### config.mk
export PLATFORM = sky130hd
export DESIGN_NAME = l2_tlb
export DESIGN_NICKNAME = d
export VERILOG_FILES = /design/src/hdl/tlb_pkg.sv /design/src/hdl/tlb_cfg_decode.sv /design/src/hdl/tlb_va_bank.sv /design/src/hdl/tlb_search.sv /design/src/hdl/tlb_result.sv /design/src/hdl/l2_tlb.sv
export SDC_FILE = /design/constraint.sdc
export NUM_CORES = 2
export LEC_CHECK = 0
export BUFFER_PORTS_ARGS = -buffer_cell sky130_fd_sc_hd__buf_2
export CAP_MARGIN = 10
export CORE_ASPECT_RATIO = 0.8
export CORE_UTILIZATION = 40
export CTS_BUF_LIST = sky130_fd_sc_hd__clkbuf_8
export CTS_CLUSTER_DIAMETER = 150
export DETAILED_ROUTE_END_ITERATION = 8
export GPL_TIMING_DRIVEN = 0
export SETUP_SLACK_MARGIN = 0.2
export SYNTH_ARGS = -nofsm -noshare
export SYNTH_HDL_FRONTEND = slang
export SYNTH_SLANG_ARGS = --single-unit
### constraint.sdc
create_clock -name clk_i -period 9.19 [get_ports clk_i]
set_input_delay 0 -clock clk_i [delete_from_list [all_inputs] [get_ports clk_i]]
set_output_delay 0 -clock clk_i [all_outputs]
set_load 0.01 [all_outputs]
### src/hdl/tlb_pkg.sv
/*
 * TLB package: sizing constants, RAM entry formats and the
 * configuration word and stage-to-stage result types
 */
`default_nettype none

package tlb_pkg;

   ////////////////////////////////////////
   // Address and page sizing
   ////////////////////////////////////////
   localparam int VADDR_WIDTH       = 32;
   localparam int PADDR_WIDTH       = 40;
   localparam int PAGE_OFFSET_WIDTH = 12; // 4 kB pages
   localparam int VPN_WIDTH         = VADDR_WIDTH - PAGE_OFFSET_WIDTH;
   localparam int PPN_WIDTH         = PADDR_WIDTH - PAGE_OFFSET_WIDTH;

   ////////////////////////////////////////
   // Organisation
   ////////////////////////////////////////
   localparam int N_SETS         = 8;
   localparam int SET_WIDTH      = 3;  // Low VPN bits
   localparam int N_OFFSETS      = 4;  // Entries per set per bank
   localparam int OFFSET_WIDTH   = 2;
   localparam int N_BANKS        = 2;
   localparam int BANK_WIDTH     = 1;
   localparam int VA_INDEX_WIDTH = SET_WIDTH + OFFSET_WIDTH;
   localparam int PA_INDEX_WIDTH = VA_INDEX_WIDTH + BANK_WIDTH;
   localparam int VA_DEPTH       = N_SETS * N_OFFSETS;
   localparam int PA_DEPTH       = VA_DEPTH * N_BANKS;

   // Config address: bit 6 selects PA, bits 5:1 VA index, bit 0 bank
   localparam int CFG_ADDR_WIDTH = 7;
   localparam int CFG_DATA_WIDTH = 32;

   typedef struct packed {
      logic                 valid;
      logic                 read_ok;
      logic                 write_ok;
      logic [VPN_WIDTH-1:0] vpn;
   } va_entry_t;

   typedef struct packed {
      logic [PPN_WIDTH-1:0] ppn;
   } pa_entry_t;

   localparam int VA_PAD_WIDTH = CFG_DATA_WIDTH - $bits(va_entry_t);
   localparam int PA_PAD_WIDTH = CFG_DATA_WIDTH - $bits(pa_entry_t);

   // One config word, read as a tag entry or as a page entry
   typedef union packed {
      struct packed {
         logic [VA_PAD_WIDTH-1:0] pad;
         va_entry_t               entry;
      } va;
      struct packed {
         logic [PA_PAD_WIDTH-1:0] pad;
         pa_entry_t               entry;
      } pa;
   } cfg_word_u;

   typedef struct packed {
      logic                         hit;
      logic                         prot;
      logic                         multi;
      logic [PA_INDEX_WIDTH-1:0]    pa_index;    // {set, offset, bank}
      logic [PAGE_OFFSET_WIDTH-1:0] page_offset;
   } search_res_t;

   typedef struct packed {
      logic hit;
      logic prot; // Only set together with hit
   } bank_hit_t;

endpackage

`default_nettype wire

### src/hdl/tlb_cfg_decode.sv
/*
 * TLB config decode: registers a config write and splits it into
 * per-bank VA write strobes and a PA write strobe
 */
`default_nettype none

module tlb_cfg_decode (
   input  logic                                clk_i,
   input  logic                                rst_ni,
   input  logic                                we_i,
   input  logic [tlb_pkg::CFG_ADDR_WIDTH-1:0]  waddr_i,
   input  tlb_pkg::cfg_word_u                  wdata_i,
   output logic [tlb_pkg::N_BANKS-1:0]         va_we_o,
   output logic [tlb_pkg::VA_INDEX_WIDTH-1:0]  va_windex_o,
   output tlb_pkg::va_entry_t                  va_wentry_o,
   output logic                                pa_we_o,
   output logic [tlb_pkg::PA_INDEX_WIDTH-1:0]  pa_windex_o,
   output tlb_pkg::pa_entry_t                  pa_wentry_o
);
   import tlb_pkg::*;

   logic                      we_q;
   logic [CFG_ADDR_WIDTH-1:0] waddr_q;
   cfg_word_u                 wdata_q;
   logic                      sel_pa;

   always_ff @(posedge clk_i) begin
      if (!rst_ni) begin
         we_q <= 1'b0;
      end else begin
         we_q <= we_i;
      end
   end

   always_ff @(posedge clk_i) begin
      waddr_q <= waddr_i;
      wdata_q <= wdata_i;
   end

   assign sel_pa = waddr_q[CFG_ADDR_WIDTH-1]; // Top address bit picks the PA RAM

   always_comb begin
      for (int b = 0; b < N_BANKS; b++) begin
         va_we_o[b] = we_q && !sel_pa && (waddr_q[BANK_WIDTH-1:0] == BANK_WIDTH'(b));
      end
      // Word is decoded only in the reading that the select asks for
      va_wentry_o = sel_pa ? '0 : wdata_q.va.entry;
      pa_wentry_o = sel_pa ? wdata_q.pa.entry : '0;
   end

   assign va_windex_o = waddr_q[VA_INDEX_WIDTH+BANK_WIDTH-1:BANK_WIDTH];
   assign pa_we_o     = we_q && sel_pa;
   assign pa_windex_o = waddr_q[PA_INDEX_WIDTH-1:0]; // Same layout as search pa_index

endmodule

`default_nettype wire

### src/hdl/tlb_va_bank.sv
/*
 * TLB VA bank: one tag RAM with a registered read, followed by the
 * tag compare and the read/write permission check
 */
`default_nettype none

module tlb_va_bank (
   input  logic                                clk_i,
   input  logic                                we_i,
   input  logic [tlb_pkg::VA_INDEX_WIDTH-1:0]  windex_i,
   input  tlb_pkg::va_entry_t                  wentry_i,
   input  logic [tlb_pkg::VA_INDEX_WIDTH-1:0]  rindex_i,
   input  logic [tlb_pkg::VPN_WIDTH-1:0]       vpn_i,
   input  logic                                rw_i,
   output tlb_pkg::bank_hit_t                  result_o
);
   import tlb_pkg::*;

   va_entry_t tag_ram [VA_DEPTH];
   va_entry_t entry_q;
   logic      match;
   logic      allowed;

   ////////////////////////////////////////
   // Tag RAM
   ////////////////////////////////////////
   always_ff @(posedge clk_i) begin
      if (we_i) begin
         tag_ram[windex_i] <= wentry_i;
      end
   end

   // Single port, read every cycle
   always_ff @(posedge clk_i) begin
      entry_q <= tag_ram[rindex_i];
   end

   ////////////////////////////////////////
   // Compare
   ////////////////////////////////////////
   assign match   = entry_q.valid && (entry_q.vpn == vpn_i);
   assign allowed = rw_i ? entry_q.write_ok : entry_q.read_ok; // rw_i high for a write

   always_comb begin
      result_o.hit  = match;
      result_o.prot = match && !allowed;
   end

endmodule

`default_nettype wire

### src/hdl/tlb_search.sv
/*
 * TLB execute stage: walks the offsets of one set over all VA banks,
 * stops on the first hit and resolves the winning bank
 */
`default_nettype none

module tlb_search (
   input  logic                                clk_i,
   input  logic                                rst_ni,
   input  logic                                start_i,
   input  logic [tlb_pkg::VADDR_WIDTH-1:0]     addr_i,
   input  logic                                rw_i,
   input  logic                                sent_i,
   input  logic [tlb_pkg::N_BANKS-1:0]         va_we_i,
   input  logic [tlb_pkg::VA_INDEX_WIDTH-1:0]  va_windex_i,
   input  tlb_pkg::va_entry_t                  va_wentry_i,
   output logic                                busy_o,
   output logic                                done_o,
   output tlb_pkg::search_res_t                result_o
);
   import tlb_pkg::*;

   typedef enum logic [1:0] {IDLE, LOOKUP, WAIT_SENT} state_t;

   state_t                    state_q, state_d;
   logic [VADDR_WIDTH-1:0]    addr_q;
   logic                      rw_q;
   logic [OFFSET_WIDTH-1:0]   offset_q;
   logic [OFFSET_WIDTH-1:0]   offset_dly_q;  // Offset of the bank results now visible
   logic                      rd_valid_q;    // A read was issued last cycle
   logic [VPN_WIDTH-1:0]      vpn;
   logic [SET_WIDTH-1:0]      set;
   logic [VA_INDEX_WIDTH-1:0] rindex;
   bank_hit_t [N_BANKS-1:0]   bank_res;
   logic                      any_hit;
   logic                      multi;
   logic [BANK_WIDTH-1:0]     win_bank;

   assign vpn    = addr_q[VADDR_WIDTH-1:PAGE_OFFSET_WIDTH];
   assign set    = vpn[SET_WIDTH-1:0];
   assign rindex = {set, offset_q};
   assign busy_o = (state_q != IDLE);

   ////////////////////////////////////////
   // Search FSM
   ////////////////////////////////////////
   always_comb begin
      state_d = state_q;
      unique case (state_q)
         IDLE: begin
            if (start_i) state_d = LOOKUP;
         end
         LOOKUP: begin
            if (done_o) state_d = WAIT_SENT;
         end
         WAIT_SENT: begin
            if (sent_i) state_d = IDLE; // Output accepted downstream
         end
         default: state_d = IDLE;
      endcase
   end

   always_ff @(posedge clk_i) begin
      if (!rst_ni) begin
         state_q      <= IDLE;
         offset_q     <= '0;
         offset_dly_q <= '0;
         rd_valid_q   <= 1'b0;
      end else begin
         state_q      <= state_d;
         offset_dly_q <= offset_q;
         rd_valid_q   <= (state_q == LOOKUP) && !done_o;
         if (state_q == IDLE) begin
            offset_q <= '0;
         end else if (state_q == LOOKUP) begin
            offset_q <= offset_q + 1'b1;
         end
      end
   end

   // Lookup request, held for the whole search
   always_ff @(posedge clk_i) begin
      if (state_q == IDLE && start_i) begin
         addr_q <= addr_i;
         rw_q   <= rw_i;
      end
   end

   for (genvar b = 0; b < N_BANKS; b++) begin : g_bank
      tlb_va_bank u_bank (
         .clk_i    (clk_i),
         .we_i     (va_we_i[b]),
         .windex_i (va_windex_i),
         .wentry_i (va_wentry_i),
         .rindex_i (rindex),
         .vpn_i    (vpn),
         .rw_i     (rw_q),
         .result_o (bank_res[b])
      );
   end

   // Lowest hitting bank wins, a second hit in the same cycle is a multi-hit
   always_comb begin
      any_hit  = 1'b0;
      multi    = 1'b0;
      win_bank = '0;
      for (int i = N_BANKS - 1; i >= 0; i--) begin
         if (bank_res[i].hit) begin
            if (any_hit) multi = 1'b1;
            any_hit  = 1'b1;
            win_bank = BANK_WIDTH'(i);
         end
      end
   end

   assign done_o = rd_valid_q && (any_hit || offset_dly_q == OFFSET_WIDTH'(N_OFFSETS - 1));

   always_comb begin
      result_o.hit         = any_hit;
      result_o.prot        = bank_res[win_bank].prot;
      result_o.multi       = multi;
      result_o.pa_index    = {set, offset_dly_q, win_bank};
      result_o.page_offset = addr_q[PAGE_OFFSET_WIDTH-1:0];
   end

endmodule

`default_nettype wire

### src/hdl/tlb_result.sv
/*
 * TLB result stage: PA RAM lookup on a clean hit and the output
 * FSM that holds the result until it is accepted
 */
`default_nettype none

module tlb_result (
   input  logic                                clk_i,
   input  logic                                rst_ni,
   input  logic                                done_i,
   input  tlb_pkg::search_res_t                result_i,
   input  logic                                pa_we_i,
   input  logic [tlb_pkg::PA_INDEX_WIDTH-1:0]  pa_windex_i,
   input  tlb_pkg::pa_entry_t                  pa_wentry_i,
   input  logic                                out_ready_i,
   output logic                                sent_o,
   output logic                                out_valid_o,
   output logic                                hit_o,
   output logic                                miss_o,
   output logic                                prot_o,
   output logic                                multi_o,
   output logic [tlb_pkg::PADDR_WIDTH-1:0]     out_addr_o
);
   import tlb_pkg::*;

   typedef enum logic [1:0] {OUT_IDLE, READ_PA, SEND} out_state_t;

   out_state_t                   state_q, state_d;
   pa_entry_t                    pa_ram [PA_DEPTH];
   logic [PA_INDEX_WIDTH-1:0]    pa_index_q;
   logic [PPN_WIDTH-1:0]         ppn_q;
   logic [PAGE_OFFSET_WIDTH-1:0] page_off_q;
   logic                         accept;
   logic                         plain_hit;

   assign accept    = (state_q == OUT_IDLE) && done_i;
   assign plain_hit = result_i.hit && !result_i.prot && !result_i.multi; // Needs a translation

   ////////////////////////////////////////
   // Output FSM
   ////////////////////////////////////////
   always_comb begin
      state_d = state_q;
      unique case (state_q)
         OUT_IDLE: begin
            if (done_i) state_d = plain_hit ? READ_PA : SEND;
         end
         READ_PA: state_d = SEND;
         SEND: begin
            if (out_ready_i) state_d = OUT_IDLE;
         end
         default: state_d = OUT_IDLE;
      endcase
   end

   always_ff @(posedge clk_i) begin
      if (!rst_ni) begin
         state_q <= OUT_IDLE;
         hit_o   <= 1'b0;
         miss_o  <= 1'b0;
         prot_o  <= 1'b0;
         multi_o <= 1'b0;
      end else begin
         state_q <= state_d;
         if (accept) begin
            hit_o   <= result_i.hit;
            miss_o  <= !result_i.hit;
            prot_o  <= result_i.prot;
            multi_o <= result_i.multi;
         end
      end
   end

   // PA RAM
   always_ff @(posedge clk_i) begin
      if (pa_we_i) begin
         pa_ram[pa_windex_i] <= pa_wentry_i;
      end
   end

   // Address is only meaningful on a clean hit, zero otherwise
   always_ff @(posedge clk_i) begin
      if (accept) begin
         pa_index_q <= result_i.pa_index;
         page_off_q <= plain_hit ? result_i.page_offset : '0;
         ppn_q      <= '0;
      end else if (state_q == READ_PA) begin
         ppn_q <= pa_ram[pa_index_q].ppn;
      end
   end

   assign out_valid_o = (state_q == SEND);
   assign sent_o      = out_valid_o && out_ready_i;
   assign out_addr_o  = {ppn_q, page_off_q};

endmodule

`default_nettype wire

### src/hdl/l2_tlb.sv
/*
 * L2 TLB top: config decode, set search and result stages
 */
`default_nettype none

module l2_tlb (
   input  logic                                clk_i,
   input  logic                                rst_ni,
   input  logic                                we_i,
   input  logic [tlb_pkg::CFG_ADDR_WIDTH-1:0]  waddr_i,
   input  tlb_pkg::cfg_word_u                  wdata_i,
   input  logic                                start_i,
   input  logic [tlb_pkg::VADDR_WIDTH-1:0]     addr_i,
   input  logic                                rw_i,      // 1 for a write access
   output logic                                busy_o,
   input  logic                                out_ready_i,
   output logic                                out_valid_o,
   output logic                                hit_o,
   output logic                                miss_o,
   output logic                                prot_o,
   output logic                                multi_o,
   output logic [tlb_pkg::PADDR_WIDTH-1:0]     out_addr_o
);
   import tlb_pkg::*;

   logic [N_BANKS-1:0]        va_we;
   logic [VA_INDEX_WIDTH-1:0] va_windex;
   va_entry_t                 va_wentry;
   logic                      pa_we;
   logic [PA_INDEX_WIDTH-1:0] pa_windex;
   pa_entry_t                 pa_wentry;
   logic                      done;
   logic                      sent;
   search_res_t               search_res;

   tlb_cfg_decode u_decode (
      .clk_i, .rst_ni, .we_i, .waddr_i, .wdata_i,
      .va_we_o     (va_we),
      .va_windex_o (va_windex),
      .va_wentry_o (va_wentry),
      .pa_we_o     (pa_we),
      .pa_windex_o (pa_windex),
      .pa_wentry_o (pa_wentry)
   );

   tlb_search u_search (
      .clk_i, .rst_ni, .start_i, .addr_i, .rw_i,
      .sent_i      (sent),
      .va_we_i     (va_we),
      .va_windex_i (va_windex),
      .va_wentry_i (va_wentry),
      .busy_o,
      .done_o      (done),
      .result_o    (search_res)
   );

   tlb_result u_result (
      .clk_i, .rst_ni,
      .done_i      (done),
      .result_i    (search_res),
      .pa_we_i     (pa_we),
      .pa_windex_i (pa_windex),
      .pa_wentry_i (pa_wentry),
      .out_ready_i,
      .sent_o      (sent),
      .out_valid_o, .hit_o, .miss_o, .prot_o, .multi_o, .out_addr_o
   );

endmodule

`default_nettype wire

==> run_results.csv <==
group,metric,value,unit
run_status,status,"complete, no violations",
timing,slew_headroom,0.0876,
die,start_util,0.404,
die,die_h,512,um
power_and_ir_drop,finalPower,30.3,mW
placement,gp_congestion,0.843,
yosys,synth-xor-area-share,0.00276,
cts,cts_buffers,547,
power_and_ir_drop,powerDensity,199,nW/um^2
placement,portBuffers,118,
cts,htree_levels,6,
die,num_io_pins,123,
final_layout,final_cell_mix,"3315 x edfxtp_1, 908 x mux4_2, 576 x clkbuf_8, 243 x nand2_1, 210 x inv_1",
cts,clock_latency,1.06,ns
yosys,synth_seq_area_share,0.785,
drt,wire_per_inst,32.2,um
die,die_w,639,um
worst_setup_path,arrival,5.49,ns
global_route,grt_max_degree,65,
timing,period_share,0.501,
yosys,synth_flop_cell,"edfxtp_1",
global_route,use_met1,0.323,
worst_setup_path,r2r-start,"u_result.pa_index_q[2]",
timing,fmax,217,MHz
global_route,busiest_layer,"met2",
drt,route.detailed.drc,0,
worst_hold_path,whs_path_depth,4,
final_layout,area_delta_synth_final,16.9,%
cts,cts.sinks,3438,
worst_setup_path,endpoint_kind,"flop",
worst_setup_path,required,10.07,ns
global_route,grt_pass1_vias,65200,
cts,tritoncts,"built",
placement,pre_cts_slack,4.77,ns
final_layout,num-fill-cells,26300,
global_route,grt_overflow,0,
yosys,syn_nets,5687,
yosys,synth_compound_area_frac,0.0115,
timing,period_needed,4.61,ns
global_route,grt_util_met3,0.0491,
yosys,synth_mux_area_frac,0.172,
global_route,met2_usage,0.329,
final_layout,layout-drive-gt1-share,0.310,
worst_setup_path,critPathMaxFanout,10,
timing,hold_violations,0,
drt,drt_iter0_drc,8980,
worst_setup_path,critPathLaunch,"u_result.pa_index_q[2]",
flow_run,cap_violations,0,
global_route,grt_first_pass_wirelength,506,mm
die,num_rows,186,
worst_hold_path,hold_path_startpoint,"start_i",
yosys,synth-simple-area-share,0.0193,
cts,cts_setup_buffers,0,
drt,detail-route-antenna-nets,0,
worst_setup_path,ff2ff_setup_slack,4.58,ns
drt,drt-vias-per-instance,5.78,
yosys,avgSynthCellArea,23.2,um^2
worst_setup_path,cp-start-kind,"flop",
yosys,syn_inst,5610,
cts,cts_buffer_depth,4,
yosys,synth_adder_area_share,0,
worst_setup_path,timing.rr.end,"u_result.ppn_q[25]",
cts,clkTransAtPathRegs,0.06,ns
final_layout,final_core_util,0.472,
final_layout,final_common_cell,"edfxtp_1",
worst_setup_path,crit_end,"u_result.ppn_q[25]",
timing,slew_viol_final,0,
timing,setup_tns,0,ns
yosys,syn_area,130000,um^2
worst_hold_path,hp-class,"input port to flop",
worst_setup_path,worstSetupPathType,"flop to flop",
yosys,ys_seq_elements,3438,
cts,cts-root-buf,"clkbuf_8",
timing,setup_slack,4.58,ns
drt,routed_wl,365,mm
yosys,synth_enable_flop_cells,3315,
global_route,antenna_found_initial,21,
placement,place_hpwl,240,mm
yosys,synthArstFlopShare,0,
timing,grt_setup_unrepaired,"false",
power_and_ir_drop,p_leak,43.4,nW
final_layout,final_nets,6669,
die,dieArea,327000,um^2
die,core_area,322000,um^2
yosys,synth_top_family_by_area,"multiplexers",
worst_setup_path,worst_r2r_path_depth,9,
yosys,synth_cell_types,54,
timing,whs,0.112,ns
drt,dr.pass1.iters,6,
yosys,synth_warnings,0,
drt,vias,65500,
timing,worst_pin_slew,1.37,ns
power_and_ir_drop,ir_drop,140,uV
timing,clock_skew,0.0893,ns
global_route,track_usage,0.220,
timing,setup_viol,0,
-- cells in the mapped netlist, drive strengths merged (5+ instances only) --
master	instances	area, um^2
a32oi	77	674
nand2	243	912
edfxtp	3315	99500
mux2i	140	1400
a31oi	8	50.1
nand2b	9	56.3
o21ai	9	45.0
nand3	48	240
xnor2	36	315
clkbuf	201	754
mux2	47	529
inv	5	18.8
nand3b	5	37.5
mux4	908	20400
nor2b	38	238
dfxtp	123	2460
xor2	5	43.8
o221ai	21	309
nand4	13	81.3
a22oi	28	210
nor2	142	533
and2	36	225
buf	102	464
-- kinds of logic (layout without fill, tap and decap cells) --
logic type                Yosys count  count (layout)
AOI/OAI and AO/OA                 167             167
xor gates and xnor gates           41              41
buffers and inverters             308            1696
DFF                              3438            3438
muxes                            1095            1095
other                               0               6
and+or+nand+nor                   561             561
-- sequential cells by signal, summed over array words and instances (netlist names) --
register / cells
u_search.state_q: 2
u_result.multi_o: 1
u_result.pa_index_q: 6
u_search.g_bank.u_bank.entry_q: 46
u_result.page_off_q: 12
u_decode.wdata_q: 28
u_result.pa_ram: 1792
u_search.rd_valid_q: 1
u_search.addr_q: 32
u_search.rw_q: 1
u_result.hit_o: 1
u_decode.we_q: 1
u_search.offset_dly_q: 2
u_search.g_bank.u_bank.tag_ram: 1472
u_result.state_q: 2
u_result.prot_o: 1
u_decode.waddr_q: 7
u_result.ppn_q: 28
u_search.offset_q: 2
u_result.miss_o: 1
-- critical path: stages, from the launching register on --
cell and delay (ns):
edfxtp_1 0.37, clkbuf_1 0.51, inv_2 0.38, clkbuf_1 0.62, buf_8 0.24, clkbuf_2 0.64
mux2i_1 1.08, a32oi_1 0.18, nand2_1 0.25, o221ai_2 0.11
-- power by group --
part	internal [mW]	switching (mW)
Combinational	0.324	0.587
Clock	6.03	6.06
Sequential	17.2	0.0493
Total	23.6	6.70
-- cell type report --
type                    count  area [um^2]  share of cell area
flip-flops and latches   3438       102000               0.671
clock inverters           379         1930              0.0127
diodes                      6         15.0           0.0000988
inverters                   5         18.8            0.000124
repair buffers            433         5480              0.0361
well taps                4324         5410              0.0356
plain buffers             303         1230             0.00807
clock buffers             576         7930              0.0522
multi-input cells        1864        27900               0.184
-- repair_timing --
| action | 4_1_cts | 5_1_grt |
|---|---|---|
| gates resized for setup | 0 | 0 |
| hold endpoints to repair | 115 | 0 |
| hold buffers | 149 | 0 |
-- worst min-delay path by stage --
stage	to	slack (ns)
detailed placement	u_decode.wdata_q[22]	0.10
floorplan	u_decode.waddr_q[0]	0.03
global route	u_decode.wdata_q[8]	0.1
global placement	u_decode.wdata_q[14]	0.11
finish	u_search.rw_q	0.11
CTS	u_search.rw_q	0.03
-- routing by layer --
metal	vias to the layer above	wire length, um
met5	-	33
met4	4	11600
met3	569	37400
met2	3771	165000
met1	35300	151000
li1	25900	-
-- through the flow --
stage,instances,cell area [um^2]
4_1_cts,11300,152000
3_3_place_gp,10100,136000
5_1_grt,11300,152000
6_report,11300,152000
2_1_floorplan,5610,130000
3_5_place_dp,10200,141000
(Power assumes the default switching activity.)
